`src/rtl/boot_defines.svh`:
```
`ifndef BOOT_DEFINES_SVH
`define BOOT_DEFINES_SVH

// boot image layout
`define DM_BLOCKS    17     // data blocks read from host
`define IM_BLOCKS    48     // instruction blocks read from host
`define BLOCK_WORDS  16     // words per host transfer

// on-chip memory sizes, in 32-bit words
`define DM_DEPTH     16384
`define IM_DEPTH     1024

// core writes at or above this go out to the host
`define HOST_WINDOW  16'h9000

`endif
```
`src/rtl/boot_pkg.sv`:
```
`include "boot_defines.svh"

package boot_pkg;

    // host transfer opcode, same encoding the host side decodes
    typedef enum logic [1:0] {
        host_idle   = 2'b00,
        host_read   = 2'b01,
        host_unused = 2'b10,
        host_write  = 2'b11
    } host_op_t;

    typedef enum logic [2:0] {
        st_idle,
        st_wait_dm,
        st_fill_dm,
        st_wait_im,
        st_fill_im,
        st_run,
        st_wrt_host
    } boot_state_t;

    typedef logic [15:0] mem_addr_t;    // byte address
    typedef logic [31:0] word_t;
    typedef logic [63:0] host_addr_t;   // bit 16 flags an instruction block

    // data block bases in host read order
    localparam mem_addr_t dm_block_addr [`DM_BLOCKS] = '{
        16'h1000, 16'h1040, 16'h1100, 16'h1140,
        16'h2000, 16'h2040, 16'h2100, 16'h2140,
        16'h3000, 16'h3040, 16'h3100, 16'h3140,
        16'h4000, 16'h4040, 16'h4100, 16'h4140,
        16'h0100
    };

endpackage

```
`src/rtl/block_ctl_if.sv`:
```
interface block_ctl_if;
    import boot_pkg::*;

    // requests from the boot FSM
    logic      set_addr;    // load word_addr from the block base
    logic      inc_addr;    // step to the next word
    logic      next_dm;     // data block finished
    logic      next_im;     // instruction block finished

    // state kept by the counter
    mem_addr_t block_base;
    mem_addr_t word_addr;
    logic      dm_last;
    logic      im_last;

    modport fsm (
        output set_addr, inc_addr, next_dm, next_im,
        input  block_base, word_addr, dm_last, im_last
    );

    modport counter (
        input  set_addr, inc_addr, next_dm, next_im,
        output block_base, word_addr, dm_last, im_last
    );

endinterface

```
`src/rtl/block_counter.sv`:
```
`include "boot_defines.svh"

module block_counter (
    input  logic        clk,
    input  logic        rst_n,
    block_ctl_if.counter ctl
);
    import boot_pkg::*;

    localparam int        DM_IDX_W    = $clog2(`DM_BLOCKS);
    localparam int        IM_IDX_W    = $clog2(`IM_BLOCKS);
    localparam mem_addr_t BLOCK_BYTES = mem_addr_t'(`BLOCK_WORDS * 4);

    logic [DM_IDX_W-1:0] dm_idx;
    logic [IM_IDX_W-1:0] im_idx;
    logic                im_phase;  // set once all data blocks are in

    assign ctl.dm_last = (dm_idx == DM_IDX_W'(`DM_BLOCKS - 1));
    assign ctl.im_last = (im_idx == IM_IDX_W'(`IM_BLOCKS - 1));

    // data bases come from the table, instruction bases are evenly spaced
    assign ctl.block_base = im_phase ? mem_addr_t'(im_idx) * BLOCK_BYTES
                                     : dm_block_addr[dm_idx];

    ////////////////////
    // block indices
    always_ff @(posedge clk or negedge rst_n) begin
        if (!rst_n) begin
            dm_idx   <= '0;
            im_idx   <= '0;
            im_phase <= 1'b0;
        end else begin
            if (ctl.next_dm) begin
                if (ctl.dm_last)
                    im_phase <= 1'b1;
                else
                    dm_idx <= dm_idx + 1'b1;
            end
            if (ctl.next_im && !ctl.im_last)
                im_idx <= im_idx + 1'b1;
        end
    end

    // word 0 goes to the base directly, so the count starts one word in
    always_ff @(posedge clk or negedge rst_n) begin
        if (!rst_n)
            ctl.word_addr <= '0;
        else if (ctl.set_addr)
            ctl.word_addr <= ctl.block_base + 16'd4;
        else if (ctl.inc_addr)
            ctl.word_addr <= ctl.word_addr + 16'd4;
    end

endmodule

```
`src/flat_wrapper.sv`:
```
// flat-port wrapper written by rule: the top's interface ports become plain ports
module block_counter_flat import boot_pkg::*;
  (clk, rst_n, ctl_set_addr, ctl_inc_addr, ctl_next_dm, ctl_next_im, ctl_block_base, ctl_word_addr, ctl_dm_last, ctl_im_last);
  block_ctl_if ctl_i ();
  input  logic clk;
  input  logic rst_n;
  input wire logic [$bits(ctl_i.set_addr)-1:0] ctl_set_addr;
  input wire logic [$bits(ctl_i.inc_addr)-1:0] ctl_inc_addr;
  input wire logic [$bits(ctl_i.next_dm)-1:0] ctl_next_dm;
  input wire logic [$bits(ctl_i.next_im)-1:0] ctl_next_im;
  output wire logic [$bits(ctl_i.block_base)-1:0] ctl_block_base;
  output wire logic [$bits(ctl_i.word_addr)-1:0] ctl_word_addr;
  output wire logic [$bits(ctl_i.dm_last)-1:0] ctl_dm_last;
  output wire logic [$bits(ctl_i.im_last)-1:0] ctl_im_last;
  assign ctl_i.set_addr = ctl_set_addr;
  assign ctl_i.inc_addr = ctl_inc_addr;
  assign ctl_i.next_dm = ctl_next_dm;
  assign ctl_i.next_im = ctl_next_im;
  assign ctl_block_base = ctl_i.block_base;
  assign ctl_word_addr = ctl_i.word_addr;
  assign ctl_dm_last = ctl_i.dm_last;
  assign ctl_im_last = ctl_i.im_last;
  block_counter u_core (.clk(clk), .rst_n(rst_n), .ctl(ctl_i));
endmodule
```
`config.mk`:
```
export PLATFORM = sky130hd
export DESIGN_NAME = block_counter_flat
export DESIGN_NICKNAME = d
export VERILOG_FILES = /design/src/rtl/boot_pkg.sv /design/src/rtl/block_ctl_if.sv /design/src/rtl/block_counter.sv /design/src/flat_wrapper.sv
export VERILOG_INCLUDE_DIRS = /design/src /design/src/rtl
export SDC_FILE = /design/constraint.sdc
export NUM_CORES = 1
export LEC_CHECK = 0
export BUFFER_PORTS_ARGS = -buffer_cell sky130_fd_sc_hd__buf_2
export CAP_MARGIN = 20
export CORE_UTILIZATION = 50
export CTS_CLUSTER_SIZE = 14
export DETAILED_ROUTE_END_ITERATION = 10
export GPL_TIMING_DRIVEN = 1
export PLACE_DENSITY = 0.82
export SLEW_MARGIN = 5
export SYNTH_ARGS = -nofsm -noshare
export SYNTH_HDL_FRONTEND = slang
export SYNTH_SLANG_ARGS = --single-unit
```
`constraint.sdc`:
```
create_clock -name clk -period 2.7 [get_ports clk]
set_input_delay 0.27 -clock clk [delete_from_list [all_inputs] [get_ports clk]]
set_output_delay 0.27 -clock clk [all_outputs]
set_load 0.05 [all_outputs]
```
==> results of run 1 <==
[critical path: stages (launching register included)]
cell,delay [ps]
sky130_fd_sc_hd__dfrtp_1,530
sky130_fd_sc_hd__or4b_1,600
sky130_fd_sc_hd__a22oi_2,210
sky130_fd_sc_hd__nand3_2,130
sky130_fd_sc_hd__or3_1,370
sky130_fd_sc_hd__a21oi_1,150
[final cells by class]
type,instances,area (sq um),area share [%]
Multi-Input combinational cell,122,788,46.5
Inverter,9,33.8,1.99
Sequential cell,26,651,38.4
Tap cell,31,38.8,2.29
Timing Repair Buffer,31,160,9.45
Clock buffer,3,22.5,1.33
[worst max-delay path by stage]
stage / startpoint / cells after the start / slack (ps) / to
floorplan: u_core.im_idx[0]$_DFFE_PN0P_ / 5 / 230 / u_core.im_idx[1]$_DFFE_PN0P_
global placement: ctl_set_addr / 6 / 710 / u_core.ctl.word_addr[15]$_DFFE_PN0P_
detailed placement: ctl_set_addr / 6 / 610 / u_core.ctl.word_addr[15]$_DFFE_PN0P_
CTS: u_core.im_phase$_DFFE_PN0P_ / 5 / 650 / u_core.ctl.word_addr[15]$_DFFE_PN0P_
global route: u_core.im_phase$_DFFE_PN0P_ / 5 / 460 / u_core.ctl.word_addr[15]$_DFFE_PN0P_
finish: u_core.im_phase$_DFFE_PN0P_ / 5 / 640 / u_core.ctl.word_addr[15]$_DFFE_PN0P_
[sequential cells by signal, summed over array words and instances (netlist names)]
register              count
u_core.ctl.word_addr     14
u_core.dm_idx             5
u_core.im_idx             6
u_core.im_phase           1
[cell families after synthesis]
kind of cell	share of synthesized area (%)
flip-flops	42.7
buffers and inverters	7.63
multiplexers	2.13
XOR/XNOR	10.9
other	0.246
adder cells (fa/ha/maj)	4.92
AO/OA/AOI/OAI	7.79
AND/OR/NAND/NOR	23.7
[layer usage]
layer	global-route usage (%)	vias to the layer above
met5	0	-
met4	8.36	0
met3	3.17	6
met2	35.6	54
met1	26.7	606
li1	-	591
[power groups by stage]
| stage | registers (W) | clock network (W) | logic [W] |
|---|---|---|---|
| finish | 0.000749 | 0.000158 | 0.00111 |
| global placement | 0.000735 | 0 | 0.00109 |
| floorplan | 0.000904 | 0 | 0.000697 |
| CTS | 0.000745 | 0.000163 | 0.00112 |
| detailed placement | 0.000754 | 0 | 0.00111 |
| global route | 0.000776 | 0.000183 | 0.00120 |
[repair_timing]
action,CTS,global route
hold endpoints to repair,26,0
setup buffers,0,0
setup endpoints to repair,0,0
hold buffers,1,0
resized for setup,0,0
[cell usage in the layout, fill, tap and decap left out, drive strengths merged, types with 3 or more instances in the layout]
cell / n
a21oi: 3
and2: 6
buf: 30
clkbuf: 3
conb: 9
dfrtp: 26
ha: 6
inv: 9
nand2: 17
nand3: 7
nand4: 8
nor2: 8
nor2b: 5
nor3: 4
o21ai: 8
xnor2: 13
xor2: 6
[per-stage QoR]
| step | hold slack (ps) | utilization, % | setup WS (ps) | area, sq um | instances |
|---|---|---|---|---|---|
| floorplan | -25.6 | - | 234 | 1560 | 170 |
| global placement | 285 | 58.7 | 714 | 1660 | 218 |
| detailed placement | 293 | 58.7 | 605 | 1660 | 218 |
| CTS | 155 | 59.9 | 645 | 1690 | 222 |
| global route | 158 | 59.9 | 458 | 1690 | 222 |
| finish | 162 | 59.9 | 639 | 1690 | 222 |
==> results.txt, run 1 <==
The minimum period implied by the final worst setup slack came out at 2060 ps. The setup total negative slack came out at 0 ps. The cell area power density came out at 1190 nW/um^2. The highest metal layer carrying signal wires in the routed design is met4. Counting flops with an async set or reset pin after synthesis yields a share of 100%. The count of input and output buffers is 30. The worst hold path begins at ctl_next_dm. The maximum clock path buffer count is 2. The clock-pin transition on the worst setup and hold timing paths is 130 ps. The flop-to-flop setup slack is 640 ps. The total number of clock tree sinks came out at 26.

The sequential cell area fraction in the yosys report is 42.7%. The number of antenna cells inserted came out at 0. The die boundary height came out at 57.2 microns.

The remaining routing DRC violations is 8. The leftover overflow at the end of global routing came out at 0. Pin placement for this block handled 40 I/O pins. The routed wire length on met2 came out at 1540 microns.

The max-slew violation total from the final report came to 0. The total clock buffers created by CTS came out at 3. The netlist area before placement is 1530 sq um. The depth of the worst register-to-register path is 5.

The clock group share of total power is 7.8%. In this run the mean area of a mapped cell was 9.41 sq um. STA classifies the critical path endpoint as a flip-flop. STA classifies the critical path startpoint as a flip-flop.

The root buffer cell chosen for the clock tree is sky130_fd_sc_hd__clkbuf_4. The final net count is 205. The count of endpoints failing setup in the final report is 0. The endpoint required time on the critical path is 2940 ps.

The detailed router finished its first iteration with 58 violations. The routed length per placed instance came out at 14.0 microns. The number of different library cells used by synthesis comes to 36. The half-perimeter wire length after detailed placement is 2380 microns. The H-tree depth reported by CTS is 1. The analysis attributes to net switching a power of 0.00111 W. The area growth from synthesis to layout is 11.1%. The number of antenna-violating nets in the routed design came out at 0. The top cell type by area accounts for 42.7% of the synthesized area. The worst relative slew slack came out at 61.6%. The gate count after technology mapping came out at 162. The total wire length came out at 3110 microns. The peak clock frequency supported by timing came out at 485 MHz. The end of the worst register-to-register path is u_core.ctl.word_addr[15]$_DFFE_PN0P_. Counting instances, the worst hold path has a depth of 2. The initial antenna violation count is 0. The maximum net fanout on the critical path is 13. The final weighted congestion in routability-driven placement came out at 0.879.

The flop and latch count out of synthesis is 26. The path with the worst hold slack has its endpoint at u_core.im_phase$_DFFE_PN0P_. The design internal power came out at 0.000907 W.

The per-cell via count in the routed design is 5.66. The number of filler instances in the final layout is 235. The tightest min-delay check is of the in2reg type. The synthesis warning total is 0. The effective utilization at floorplan is 53.9%. The area enclosed by the die boundary came out at 3280 sq um. Data on the critical path arrives at its endpoint at 2300 ps. The most used flip-flop cell after synthesis is sky130_fd_sc_hd__dfrtp_1. Max-cap violations in this run came to 0. The placeable core region came out at 2830 sq um.

The detailed router placed 1257 vias in this run. The final reports fail on DRC. The overall power consumption is 0.00202 W. The maximum number of pins on one net before global-route repair came out at 27. The clock insertion delay at the later pin of the skew report came out at 310 ps.

The first-pass iteration count of the detailed router came out at 8. The TritonCTS clock tree is yes. The sequential fraction of design power is 37.1%.

Yosys attributes the largest share of cell area to sky130_fd_sc_hd__dfrtp_1 43%, sky130_fd_sc_hd__xnor2_1 7.5%, sky130_fd_sc_hd__ha_1 4.9%, sky130_fd_sc_hd__buf_4 4.4%, sky130_fd_sc_hd__nand2_1 4.2%. The count of final hold-check violations is 0. The kind of critical path is reg2reg.

The number of enable-type register cells in the synthesized netlist is 0. The proportion of power drawn by combinational gates is 55.1%. The switching power as a share of total power came out at 55.1%. By count the netlist is led by 26 x sky130_fd_sc_hd__dfrtp_1, 17 x sky130_fd_sc_hd__nand2_1, 13 x sky130_fd_sc_hd__xnor2_1, 9 x sky130_fd_sc_hd__buf_4, 9 x sky130_fd_sc_hd__inv_1. The routed length on met1 came out at 1340 microns. The fraction of layout instances using a drive strength above 1 is 19.9%. The worst register-to-register path begins at u_core.im_phase$_DFFE_PN0P_.

Among all cell types in the netlist, the one instantiated most often is sky130_fd_sc_hd__dfrtp_1. The measured slew at the worst slew-check pin came out at 576 ps. The via count of the first global-routing pass was 1162. The static leakage came out at 0.800 nW. The die is 57.2 microns wide. Of all cell types, the one taking the most synthesized area is sky130_fd_sc_hd__dfrtp_1. The worst clock skew came out at 3.85 ps. The number of placement rows is 19.

The worst supply voltage drop on vdd came out at 0.635 mV. The met3 layer wire length in the routed design came out at 171 microns. After layout, the worst path uses 76.4% of the clock period. The flow ran to the end, but the final reports show violations. The first-pass GRT wire length is 5290 microns. Global routing used 20.9% of the available tracks. Setup repair after global routing left no endpoint under its margin.
Note: power is estimated with default switching activity, not from simulation.
==> inputs of run 2 (changes only) <==
==> constraint.sdc (replaced) <==
create_clock -name clk -period 1.95 [get_ports clk]
set_input_delay 0.195 -clock clk [delete_from_list [all_inputs] [get_ports clk]]
set_output_delay 0.195 -clock clk [all_outputs]
set_load 0.05 [all_outputs]
==> results.txt, run 2 (synthesis results as in run 1) <==
The run finished, with violations left. The final reports fail on DRC. The leftover overflow at the end of global routing is 0.

Summed over all cells, the static leakage comes to 0.865 nW. The TritonCTS clock tree is yes. The most common library cell in the layout ignoring fill and taps is sky130_fd_sc_hd__buf_2. The total routing resource utilization after global routing came out at 20.6%.

The initial antenna violation count is 0. The floorplan step defined a die boundary enclosing 3280 sq um. The cell total after placement came out at 225. Dividing the final minimum period by the clock period gives 95.9%. STA classifies the critical path startpoint as a flip-flop. Compared with the post-synthesis result, the final layout area differs by 18.9%.

The count of boundary I/O pins is 40. The number of antenna-violating nets in the routed design came out at 0. At the end of routability-driven placement, the weighted congestion stood at 0.905. The largest registers in the layout are u_core.ctl.word_addr x14, u_core.im_idx x6, u_core.dm_idx x5. Final hold analysis gives a worst-case slack of 100 ps.

The measured slew at the worst slew-check pin is 576 ps. The total wire length came out at 3210 microns. The top cell types in the final layout, fill and taps aside, are 30 x sky130_fd_sc_hd__buf_2, 26 x sky130_fd_sc_hd__dfrtp_1, 17 x sky130_fd_sc_hd__nand2_1. VDD sags by at most 1.00 mV.

The final net count came out at 214. The maximum clock path buffer count came out at 2. The die extent in x is 57.2 microns. In this run the critical register-to-register path is launched from u_core.dm_idx[2]$_DFFE_PN0P_. The worst relative slew slack came out at 61.6%. The clock insertion delay at the later pin of the skew report is 330 ps. The max-slew violation total from the final report is 0. The peak clock frequency supported by timing is 535 MHz.

Data on the critical path arrives at its endpoint at 2130 ps. The die boundary height came out at 57.2 microns. In this run the worst hold path is classified as in2reg. Detailed routing inserted a total of 1263 vias.

Using the TritonRoute via totals, the vias-per-cell ratio works out to 5.44. The cell area power density is 1680 nW/um^2. CTS saw 26 sinks. The routed length per placed instance came out at 13.8 microns.

The first-pass GRT wire length is 5150 microns. The count of endpoints failing setup in the final report is 0. The fraction of layout instances using a drive strength above 1 is 26.4%. The count of final hold-check violations came out at 0.

In this run the most critical hold path is launched from ctl_next_dm. Tracing the worst setup path back leads to its startpoint at u_core.dm_idx[2]$_DFFE_PN0P_. For the finished layout, the period the worst path requires is 1870 ps. The critical path is of the reg2reg type. Clock tree synthesis selected as its root buffer the cell sky130_fd_sc_hd__clkbuf_4. The number of placement rows came out at 19.

The count of input and output buffers is 30. The maximum net fanout on the critical path is 3. The remaining routing DRC violations came out at 5.

More flip-flops sit in one register than any other, and that register is u_core.ctl.word_addr. The least setup slack across all paths after layout came out at 80.0 ps. STA classifies the critical path endpoint as a flip-flop. The final standard cell count with taps included and fillers excluded came out at 232. The floorplan step defined a core boundary enclosing 2830 sq um.

The H-tree depth reported by CTS came out at 1. The first-pass iteration count of the detailed router came out at 8. The worst setup slack after placement is 92.0 ps. The number of filler instances in the final layout came out at 234.

The number of clock buffers added by TritonCTS is 3. The register with the most flip-flops in the layout has 14 of them. The endpoint required time on the critical path is 2210 ps. The clock-pin transition on the worst setup and hold timing paths came out at 150 ps. The via count of the first global-routing pass is 1149. The half-perimeter wire length after detailed placement is 2440 microns. The effective utilization at floorplan came out at 53.9%. The worst clock skew came out at 15.9 ps.

Across the run, the number of max-cap violations was 0. The first-iteration detailed-routing DRC count came out at 48. The maximum number of pins on one net before global-route repair is 27. The number of antenna cells inserted came out at 0.
run 2: critical path, stage by stage (launching register included):
cell and delay [ps]:
sky130_fd_sc_hd__dfrtp_1 410, sky130_fd_sc_hd__or4b_4 560, sky130_fd_sc_hd__a22oi_2 230, sky130_fd_sc_hd__nand3_2 130, sky130_fd_sc_hd__or3_4 350, sky130_fd_sc_hd__a21oi_2 120
run 2: per-stage QoR:
stage / cell area [sq um] / TNS [ps] / total power, W / utilization [%]
floorplan: 1570 / 0 / 0.00223 / -
global placement: 1720 / 0 / 0.00259 / 60.9
detailed placement: 1720 / 0 / 0.00265 / 60.9
CTS: 1790 / 0 / 0.00302 / 63.2
global route: 1810 / -7.77 / 0.00322 / 64.1
finish: 1810 / 0 / 0.00304 / 64.1
run 2: where the power goes:
group	switching, W	internal [W]	total (W)
Clock	0.000161	0.000208	0.000369
Combinational	0.00119	0.000506	0.00169
Sequential	0.000227	0.000749	0.000976
Total	0.00158	0.00146	0.00304
run 2: area by class of cell:
cell class / instances / area, sq um / share of cell area, %
Multi-Input combinational cell: 122 / 811 / 44.7
Sequential cell: 26 / 651 / 35.9
Timing Repair Buffer: 40 / 228 / 12.6
Tap cell: 31 / 38.8 / 2.14
Inverter: 9 / 33.8 / 1.86
Clock inverter: 1 / 30.0 / 1.66
Clock buffer: 3 / 22.5 / 1.24
run 2: worst paths after layout:
check / end / slack (ps) / depth (start not counted)
worst max-delay path: u_core.ctl.word_addr[15]$_DFFE_PN0P_ / 80 / 5
worst min register to register: u_core.dm_idx[3]$_DFFE_PN0P_ / 530 / 1
worst max register to register: u_core.ctl.word_addr[15]$_DFFE_PN0P_ / 80 / 5
worst min-delay path: u_core.im_phase$_DFFE_PN0P_ / 100 / 2
min in group asynchronous: u_core.ctl.word_addr[5]$_DFFE_PN0P_ / 370 / 2
max in group asynchronous: u_core.im_idx[1]$_DFFE_PN0P_ / 1180 / 2
run 2: repair_timing:
item / 4_1_cts / 5_1_grt
resized for setup: 0 / 3
setup buffers: 0 / 2
hold buffers: 1 / 0
setup endpoints to repair: 0 / 1
endpoints found under the hold margin: 26 / 0
run 2: layer usage:
metal,GRT usage [%],routed length (microns),up-vias
met4,9.06,30,0
met3,3.17,120,4
met2,34.8,1630,35
met1,26.3,1420,615
li1,-,-,609
met5,0,0,-
