[src/rtl/boot_defines.svh]
`ifndef BOOT_DEFINES_SVH
`define BOOT_DEFINES_SVH

// boot image layout
`define DM_BLOCKS    17     // data blocks read from host
`define IM_BLOCKS    48     // instruction blocks read from host
`define BLOCK_WORDS  16     // words per host transfer

// on-chip memory sizes, in 32-bit words
`define DM_DEPTH     16384
`define IM_DEPTH     1024

// core writes at or above this go out to the host
`define HOST_WINDOW  16'h9000

`endif
[src/rtl/boot_pkg.sv]
`include "boot_defines.svh"

package boot_pkg;

    // host transfer opcode, same encoding the host side decodes
    typedef enum logic [1:0] {
        host_idle   = 2'b00,
        host_read   = 2'b01,
        host_unused = 2'b10,
        host_write  = 2'b11
    } host_op_t;

    typedef enum logic [2:0] {
        st_idle,
        st_wait_dm,
        st_fill_dm,
        st_wait_im,
        st_fill_im,
        st_run,
        st_wrt_host
    } boot_state_t;

    typedef logic [15:0] mem_addr_t;    // byte address
    typedef logic [31:0] word_t;
    typedef logic [63:0] host_addr_t;   // bit 16 flags an instruction block

    // data block bases in host read order
    localparam mem_addr_t dm_block_addr [`DM_BLOCKS] = '{
        16'h1000, 16'h1040, 16'h1100, 16'h1140,
        16'h2000, 16'h2040, 16'h2100, 16'h2140,
        16'h3000, 16'h3040, 16'h3100, 16'h3140,
        16'h4000, 16'h4040, 16'h4100, 16'h4140,
        16'h0100
    };

endpackage

[src/rtl/fill_if.sv]
interface fill_if;
    import boot_pkg::*;

    // boot time write port shared by both memories
    logic      dm_wrt_en;
    logic      im_wrt_en;
    mem_addr_t addr;        // byte address, word aligned
    word_t     wrt_data;

    modport fsm (
        output dm_wrt_en,
        output im_wrt_en,
        output addr,
        output wrt_data
    );

    modport mem (
        input dm_wrt_en,
        input im_wrt_en,
        input addr,
        input wrt_data
    );

endinterface

[src/rtl/block_ctl_if.sv]
interface block_ctl_if;
    import boot_pkg::*;

    // requests from the boot FSM
    logic      set_addr;    // load word_addr from the block base
    logic      inc_addr;    // step to the next word
    logic      next_dm;     // data block finished
    logic      next_im;     // instruction block finished

    // state kept by the counter
    mem_addr_t block_base;
    mem_addr_t word_addr;
    logic      dm_last;
    logic      im_last;

    modport fsm (
        output set_addr, inc_addr, next_dm, next_im,
        input  block_base, word_addr, dm_last, im_last
    );

    modport counter (
        input  set_addr, inc_addr, next_dm, next_im,
        output block_base, word_addr, dm_last, im_last
    );

endinterface

[src/rtl/boot_fsm.sv]
`include "boot_defines.svh"

module boot_fsm (
    input  logic                 clk,
    input  logic                 rst_n,
    input  logic                 ready,
    input  logic                 rd_valid,
    input  logic                 tx_done,
    input  boot_pkg::word_t      host_rd_data,
    input  boot_pkg::mem_addr_t  core_addr,
    input  boot_pkg::word_t      core_wrt_data,
    input  logic                 core_wrt_en,
    output boot_pkg::host_op_t   host_op,
    output boot_pkg::host_addr_t host_addr,
    output boot_pkg::word_t      host_wrt_data,
    output logic                 core_stall,
    block_ctl_if.fsm             ctl,
    fill_if.fsm                  fill
);
    import boot_pkg::*;

    boot_state_t state, next_state;
    host_addr_t  dm_host_addr;
    host_addr_t  im_host_addr;
    logic        window_wrt;

    // host side addresses for the current block
    assign dm_host_addr = {48'h0, ctl.block_base};
    assign im_host_addr = {47'h0, 1'b1, ctl.block_base};

    assign window_wrt = core_wrt_en && (core_addr >= `HOST_WINDOW);

    always_ff @(posedge clk or negedge rst_n) begin
        if (!rst_n)
            state <= st_idle;
        else
            state <= next_state;
    end

    ////////////////////
    // next state and outputs
    always_comb begin
        next_state    = state;
        host_op       = host_idle;
        host_addr     = '0;
        host_wrt_data = '0;
        core_stall    = 1'b1;   // core held off outside run mode
        ctl.set_addr  = 1'b0;
        ctl.inc_addr  = 1'b0;
        ctl.next_dm   = 1'b0;
        ctl.next_im   = 1'b0;
        fill.dm_wrt_en = 1'b0;
        fill.im_wrt_en = 1'b0;
        fill.addr      = ctl.word_addr;
        fill.wrt_data  = host_rd_data;

        case (state)
            st_idle: begin
                if (ready)
                    next_state = st_wait_dm;
            end
            st_wait_dm: begin
                host_op      = host_read;
                host_addr    = dm_host_addr;
                ctl.set_addr = 1'b1;
                if (rd_valid) begin
                    // word 0 lands at the block base
                    fill.dm_wrt_en = 1'b1;
                    fill.addr      = ctl.block_base;
                    next_state     = st_fill_dm;
                end
            end
            st_fill_dm: begin
                host_op        = host_read;
                host_addr      = dm_host_addr;
                fill.dm_wrt_en = 1'b1;
                ctl.inc_addr   = 1'b1;
                if (tx_done) begin
                    ctl.next_dm = 1'b1;
                    next_state  = ctl.dm_last ? st_wait_im : st_wait_dm;
                end
            end
            st_wait_im: begin
                host_op      = host_read;
                host_addr    = im_host_addr;
                ctl.set_addr = 1'b1;
                if (rd_valid) begin
                    fill.im_wrt_en = 1'b1;
                    fill.addr      = ctl.block_base;
                    next_state     = st_fill_im;
                end
            end
            st_fill_im: begin
                host_op        = host_read;
                host_addr      = im_host_addr;
                fill.im_wrt_en = 1'b1;
                ctl.inc_addr   = 1'b1;
                if (tx_done) begin
                    ctl.next_im = 1'b1;
                    next_state  = ctl.im_last ? st_run : st_wait_im;
                end
            end
            st_run: begin
                core_stall = 1'b0;
                if (window_wrt) begin
                    // first cycle of a forwarded write
                    core_stall    = 1'b1;
                    host_op       = host_write;
                    host_addr     = {48'h0, core_addr};
                    host_wrt_data = core_wrt_data;
                    next_state    = st_wrt_host;
                end
            end
            st_wrt_host: begin
                host_op       = host_write;
                host_addr     = {48'h0, core_addr};  // core holds its request
                host_wrt_data = core_wrt_data;
                core_stall    = !tx_done;            // released in the done cycle
                if (tx_done)
                    next_state = st_run;
            end
            default: next_state = st_idle;
        endcase
    end

endmodule

[src/flat_wrapper.sv]
// flat-port wrapper written by rule: the top's interface ports become plain ports
module boot_fsm_flat import boot_pkg::*;
  (clk, rst_n, ready, rd_valid, tx_done, host_rd_data, core_addr, core_wrt_data, core_wrt_en, host_op, host_addr, host_wrt_data, core_stall, ctl_set_addr, ctl_inc_addr, ctl_next_dm, ctl_next_im, ctl_block_base, ctl_word_addr, ctl_dm_last, ctl_im_last, fill_dm_wrt_en, fill_im_wrt_en, fill_addr, fill_wrt_data);
  block_ctl_if ctl_i ();
  fill_if fill_i ();
  input  logic clk;
  input  logic rst_n;
  input  logic ready;
  input  logic rd_valid;
  input  logic tx_done;
  input  boot_pkg::word_t host_rd_data;
  input  boot_pkg::mem_addr_t core_addr;
  input  boot_pkg::word_t core_wrt_data;
  input  logic core_wrt_en;
  output boot_pkg::host_op_t host_op;
  output boot_pkg::host_addr_t host_addr;
  output boot_pkg::word_t host_wrt_data;
  output logic core_stall;
  output wire logic [$bits(ctl_i.set_addr)-1:0] ctl_set_addr;
  output wire logic [$bits(ctl_i.inc_addr)-1:0] ctl_inc_addr;
  output wire logic [$bits(ctl_i.next_dm)-1:0] ctl_next_dm;
  output wire logic [$bits(ctl_i.next_im)-1:0] ctl_next_im;
  input wire logic [$bits(ctl_i.block_base)-1:0] ctl_block_base;
  input wire logic [$bits(ctl_i.word_addr)-1:0] ctl_word_addr;
  input wire logic [$bits(ctl_i.dm_last)-1:0] ctl_dm_last;
  input wire logic [$bits(ctl_i.im_last)-1:0] ctl_im_last;
  output wire logic [$bits(fill_i.dm_wrt_en)-1:0] fill_dm_wrt_en;
  output wire logic [$bits(fill_i.im_wrt_en)-1:0] fill_im_wrt_en;
  output wire logic [$bits(fill_i.addr)-1:0] fill_addr;
  output wire logic [$bits(fill_i.wrt_data)-1:0] fill_wrt_data;
  assign ctl_set_addr = ctl_i.set_addr;
  assign ctl_inc_addr = ctl_i.inc_addr;
  assign ctl_next_dm = ctl_i.next_dm;
  assign ctl_next_im = ctl_i.next_im;
  assign ctl_i.block_base = ctl_block_base;
  assign ctl_i.word_addr = ctl_word_addr;
  assign ctl_i.dm_last = ctl_dm_last;
  assign ctl_i.im_last = ctl_im_last;
  assign fill_dm_wrt_en = fill_i.dm_wrt_en;
  assign fill_im_wrt_en = fill_i.im_wrt_en;
  assign fill_addr = fill_i.addr;
  assign fill_wrt_data = fill_i.wrt_data;
  boot_fsm u_core (.clk(clk), .rst_n(rst_n), .ready(ready), .rd_valid(rd_valid), .tx_done(tx_done), .host_rd_data(host_rd_data), .core_addr(core_addr), .core_wrt_data(core_wrt_data), .core_wrt_en(core_wrt_en), .host_op(host_op), .host_addr(host_addr), .host_wrt_data(host_wrt_data), .core_stall(core_stall), .ctl(ctl_i), .fill(fill_i));
endmodule
[config.mk]
export PLATFORM = sky130hd
export DESIGN_NAME = boot_fsm_flat
export DESIGN_NICKNAME = d
export VERILOG_FILES = /design/src/rtl/boot_pkg.sv /design/src/rtl/fill_if.sv /design/src/rtl/block_ctl_if.sv /design/src/rtl/boot_fsm.sv /design/src/flat_wrapper.sv
export VERILOG_INCLUDE_DIRS = /design/src /design/src/rtl
export SDC_FILE = /design/constraint.sdc
export NUM_CORES = 1
export LEC_CHECK = 0
export BUFFER_PORTS_ARGS = -buffer_cell sky130_fd_sc_hd__buf_4
export CAP_MARGIN = 10
export CORE_AREA = 2 2 105 107
export DETAILED_ROUTE_END_ITERATION = 10
export DIE_AREA = 0 0 107 109
export SLEW_MARGIN = 10
export SYNTH_ARGS = -nofsm -noshare
export SYNTH_HDL_FRONTEND = slang
export SYNTH_SLANG_ARGS = --single-unit
export TNS_END_PERCENT = 30
[constraint.sdc]
create_clock -name clk -period 1.9 [get_ports clk]
set_input_delay 0.38 -clock clk [delete_from_list [all_inputs] [get_ports clk]]
set_output_delay 0.38 -clock clk [all_outputs]
set_load 0.01 [all_outputs]
==> reports/results.ini, run 1 <==
[timing]
setup_viol=67
finalCriticalPeriod_ps=1990
skew_ps=0.0394
fin_ws_ps=-90.4
min_period_over_period=1.05
slew_violations=0
rsz0062_at_grt=yes
finalHoldViolCount=0
fmax_ghz=0.502

[finish]
syn_to_final_growth_pct=73.4
regMostFlops=u_core.state
nNetsFinal=522
final_common_cell=buf_4
reg.largest.list=u_core.state (3)
layout_common_cells=168 x buf_4, 47 x conb_1, 29 x and3_1
drive_above_1_share=0.574
largest_register_ffs=3
insertedDiodeCount=0
post-route-cell-area_mm2=0.00315

[setup_path]
crit_end=host_addr[13]
critical_path_class=reg2out
worstPathArrival_ps=1610
setup.worst_path.start=u_core.state[1]
start_kind=flop
path_delay_family=buffers and inverters
crit_chain=nand2b_4, o21ai_4, buf_6, buf_12, nand3_1, o211ai_1, buf_4
worstPathRequired_ps=1520
rr_worst_depth=6
setup.worst_path.end_class=output pin
reg2reg_to=u_core.state[1]
rrSetupSlack_ps=60
worstPathMaxFanout=11
crit_path_top_delay_cell=dfrtp_1
critical_path_depth=7
r2r-start=u_core.state[1]
crit_buf_inv=3
cpPeakStageDelay_ps=420

[synthesis]
yosys.cell_types.count=38
synth-xor-area-share=0.00483
yosys.area_share.adder=0
synth_top_family_by_area=buffers and inverters
synthArstFlopShare=1.00
synth.area.mux_share=0.110
synth_compound_area_frac=0.132
synth-main-ff-cell=dfrtp_1
netlist_area_mm2=0.00181
syn_inst=262
synthSimpleGateAreaFrac=0.304
synth-seq-cells=3
ys_warn_count=0
synth_edf_count=0
syn_avg_cell_area_um2=6.92
seq_area_frac_synth=0.0414

[clocking]
clkTransAtPathRegs_ps=30
clock_sinks=3
cts_tree=built
root_buffer=clkbuf_8
cts_max_path_buffers=2
htree_levels=1
clk_latency_ps=220
cts_buffers=3

[routing]
drc_errors=0
drtIter0Drc=201
first_pass_iters=4
wire_per_inst_um=16.1
vias=2278
final_antenna_net_count=0
vias_per_cell=4.21
totalWireLength_um=8710

[floorplan]
die_height_um=109
io_pins=273
core_mm2=0.0106
num_rows=38
dieArea_mm2=0.0117
start_util=0.171
dieWidth_um=107

[grt]
grt_overflow=0
grt.total_usage=0.129
first_global_vias=2195
grt_antenna_before_repair=0
grt_pass1_wl_um=11700
grt_max_degree=42

[run_status]
violations=setup timing
outcome=finished, violations left

[placement]
port_buffers=161
gp_congestion=0.737
place_area_mm2=0.00281
dp_hpwl_um=6640

[power]
ir_drop_mv=0.325
power_density_mw_per_mm2=1170
leakagePower_nw=1.67
power.total_w=0.00367

[flow_run]
cap_violations=0

[worst_hold_path]
hold_class=in2async

==> cells in the mapped netlist (2+ instances only) <==
| cell | instances | area share |
|---|---|---|
| buf_4 | 81 | 0.34 |
| and3_1 | 33 | 0.11 |
| nand3_1 | 31 | 0.086 |
| nand2_1 | 21 | 0.043 |
| mux2_2 | 16 | 0.099 |
| o211ai_1 | 16 | 0.066 |
| clkbuf_1 | 9 | 0.019 |
| buf_2 | 5 | 0.014 |
| buf_6 | 4 | 0.025 |
| nor2_1 | 4 | 0.0083 |
| a21oi_1 | 3 | 0.0083 |
| buf_1 | 3 | 0.0062 |
| dfrtp_1 | 3 | 0.041 |
| inv_1 | 3 | 0.0062 |
| o21ai_0 | 3 | 0.0083 |
| a31oi_1 | 2 | 0.0069 |
| mux2i_1 | 2 | 0.011 |
| nand2b_1 | 2 | 0.0069 |
| nor3b_1 | 2 | 0.0083 |
==> how the worst min path moves through the flow <==
stage / startpoint / endpoint / slack, ps / cells after the start
floorplan: rst_n / u_core.state[0] / 80 / 0
global placement: rst_n / u_core.state[0] / 170 / 1
detailed placement: rst_n / u_core.state[0] / 170 / 1
CTS: rst_n / u_core.state[2] / 480 / 2
global route: rst_n / u_core.state[2] / 510 / 2
finish: rst_n / u_core.state[2] / 490 / 2
==> timing repair <==
item | in CTS | in global routing
endpoints found under the setup margin | 68 | 68
hold buffers | 1 | 0
gates resized for setup | 18 | 19
cloned | 2 | 3
buffers inserted | 7 | 2
pin swaps | 3 | 23
endpoints found under the hold margin | 3 | 0
==> routing by layer <==
| layer | share of wire | GRT usage | routed length [um] |
|---|---|---|---|
| met2 | 0.51 | 0.251 | 4460 |
| met5 | 0 | 0 | 0 |
| met1 | 0.37 | 0.137 | 3240 |
| met4 | 0.027 | 0.0455 | 235 |
| met3 | 0.088 | 0.0263 | 767 |
==> area by class of cell <==
class                           instances  area, um^2
Inverter                                3        11.3
Timing Repair Buffer                  189        1570
Sequential cell                         3        77.6
Clock buffer                            4        45.0
Tap cell                              140         175
Fill cell                            1158        7460
Multi-Input combinational cell        202        1270
==> power breakdown <==
| part | internal [W] | switching, W | leakage [nW] |
|---|---|---|---|
| logic | 0.00169 | 0.00163 | 1.61 |
| registers | 0.0000999 | 0.0000594 | 0.0340 |
| clock network | 0.000144 | 0.0000483 | 0.0228 |
| total | 0.00194 | 0.00174 | 1.67 |
==> stage by stage <==
| step | setup WS, ps | instances | TNS [ps] | utilization | hold slack (ps) |
|---|---|---|---|---|---|
| final | -90.4 | 541 | -3130 | 0.297 | 487 |
| after global routing | -159 | 541 | -6520 | 0.297 | 510 |
| after CTS | -81.9 | 536 | -1330 | 0.281 | 484 |
| after detailed placement | -107 | 522 | -568 | 0.265 | 170 |
| after global placement | -77.1 | 522 | -419 | 0.265 | 169 |
| after floorplan | 192 | 308 | 0 | - | 84.4 |
==> cell families after synthesis <==
logic type | after synthesis
DFF | 3
other | 1
buffers and inverters | 105
AOI/OAI and AO/OA | 31
muxes | 18
xor gates and xnor gates | 1
and+or+nand+nor | 103
Note: power is estimated with default switching activity, not from simulation.
==> run 2, diff against run 1 <==
- clock period: 1.9 -> 2.5 ns (I/O delays scaled with it)
==> reports/results.ini, run 2 (synthesized netlist as in run 1, its figures left out) <==
[setup_path]
worstPathArrival_ps=1840  ; +230 ps
setup.worst_path.end_class=output pin
worstPathMaxFanout=24  ; +13
critical_path_class=reg2out
worstPathRequired_ps=2000  ; +480 ps
r2r-start=u_core.state[2]
rr_worst_depth=4  ; -2
reg2reg_to=u_core.state[1]
rrSetupSlack_ps=670  ; +610 ps
start_kind=flop

[floorplan]
die_height_um=109  ; unchanged
start_util=0.171  ; unchanged
io_pins=273  ; unchanged
dieArea_mm2=0.0117  ; unchanged
core_mm2=0.0106  ; unchanged
num_rows=38  ; unchanged
dieWidth_um=107  ; unchanged

[routing]
first_pass_iters=6  ; +2
wire_per_inst_um=15.7  ; -2.5%
vias=2156  ; -5.4%
final_antenna_net_count=0  ; unchanged
drtIter0Drc=157  ; -22%
totalWireLength_um=8140  ; -6.5%
drc_errors=0  ; unchanged
vias_per_cell=4.15  ; -1.3%

[grt]
use_met1=0.125  ; -0.0119
grt_util_met3=0.0335  ; +0.00717
grt_antenna_before_repair=0  ; unchanged
grt.met2_usage=0.234  ; -0.0168
grt_pass1_wl_um=10900  ; -7.2%
grt_max_degree=67  ; +60%
first_global_vias=1977  ; -9.9%
grt.total_usage=0.121  ; -0.00780
top_usage_layer=met2
grt_overflow=0  ; unchanged

[timing]
rsz0062_at_grt=no
fmax_ghz=0.427
min_period_over_period=0.937
finalHoldViolCount=0  ; unchanged
finalCriticalPeriod_ps=2340
relSlewSlack=0.598
worstMarginPinSlew_ps=600
slew_violations=0  ; unchanged
setup_viol=0  ; -100%
skew_ps=1.45  ; +1.41 ps

[finish]
layout_common_cells=167 x buf_4, 47 x conb_1, 33 x and3_1
nNetsFinal=500  ; -4.2%
largest_register_ffs=3  ; unchanged
post-route-cell-area_mm2=0.00277  ; -12%
insertedDiodeCount=0  ; unchanged
syn_to_final_growth_pct=52.9
drive_above_1_share=0.517  ; -0.0564
reg.largest.list=u_core.state (3)
layoutNonFillerInstCount=519  ; -4.1%
regMostFlops=u_core.state
final_common_cell=buf_4

[placement]
dp_hpwl_um=6490  ; -2.2%
gp_congestion=0.688  ; -6.6%
port_buffers=161  ; unchanged
place_area_mm2=0.00270  ; -3.7%
dpl.cell_count=513  ; -1.7%

[clocking]
cts_max_path_buffers=2  ; unchanged
cts_setup_buffers=0  ; -7
root_buffer=clkbuf_8
clock_sinks=3  ; unchanged
clk_latency_ps=210  ; about the same
clkTransAtPathRegs_ps=30  ; about the same
cts_tree=built
cts_buffers=3  ; unchanged
htree_levels=1  ; unchanged

[worst_hold_path]
hold_class=in2async

[flow_run]
cap_violations=0  ; unchanged

[power]
leakagePower_nw=1.51  ; -9.5%
ir_drop_mv=0.253  ; -22%
power_density_mw_per_mm2=782  ; -33%

[run_status]
outcome=finished clean

run 2: worst max path at each step:
stage	start	to	cells after the start
finish	u_core.state[1]	host_wrt_data[23]	4
floorplan	core_addr[14]	host_addr[10]	6
global placement	core_addr[15]	host_addr[15]	6
global route	u_core.state[1]	host_wrt_data[23]	4
CTS	u_core.state[1]	host_addr[8]	5
detailed placement	core_addr[14]	host_addr[8]	6
run 2: timing repair:
action,4_1_cts,5_1_grt
resized for setup,1,1
endpoints found under the setup margin,49,25
cloned,1,1
hold buffers,0,0
pin swaps,1,1
run 2: final cells by class:
| cell class | instances | area, um^2 |
|---|---|---|
| Fill cell | 1159 | 7830 |
| Timing Repair Buffer | 167 | 1250 |
| Multi-Input combinational cell | 202 | 1210 |
| Tap cell | 140 | 175 |
| Sequential cell | 3 | 76.3 |
| Clock buffer | 4 | 45.0 |
| Inverter | 3 | 11.3 |
run 2: worst max-delay path, cell delays in order (launching register included):
cell      delay (ps)
dfrtp_1          360
nand2b_1         300
o21ai_4          580
and3_1           250
buf_4            130
run 2: metal layers:
metal / routed length, um / part of all wire
met4: 176 / 0.022
met5: 0 / 0
met1: 2860 / 0.35
met2: 4250 / 0.52
met3: 853 / 0.10
run 2: power by group:
| group | switching (W) | total [W] | internal (W) |
|---|---|---|---|
| registers | 0.0000141 | 0.0000883 | 0.0000742 |
| clock network | 0.0000307 | 0.000139 | 0.000109 |
| logic | 0.00109 | 0.00194 | 0.000848 |
run 2: metrics by stage:
step                      hold slack, ps  setup TNS, ps   util  setup WS [ps]  power (W)
after floorplan                      204              0      -            578    0.00133
after global placement               289           -101  0.255          -56.1    0.00197
after detailed placement             291          -2790  0.255           -135    0.00201
after CTS                           65.7          -37.1  0.261          -19.5    0.00220
after global routing                64.9              0  0.262           17.3    0.00238
final                               67.0              0  0.262            158    0.00217
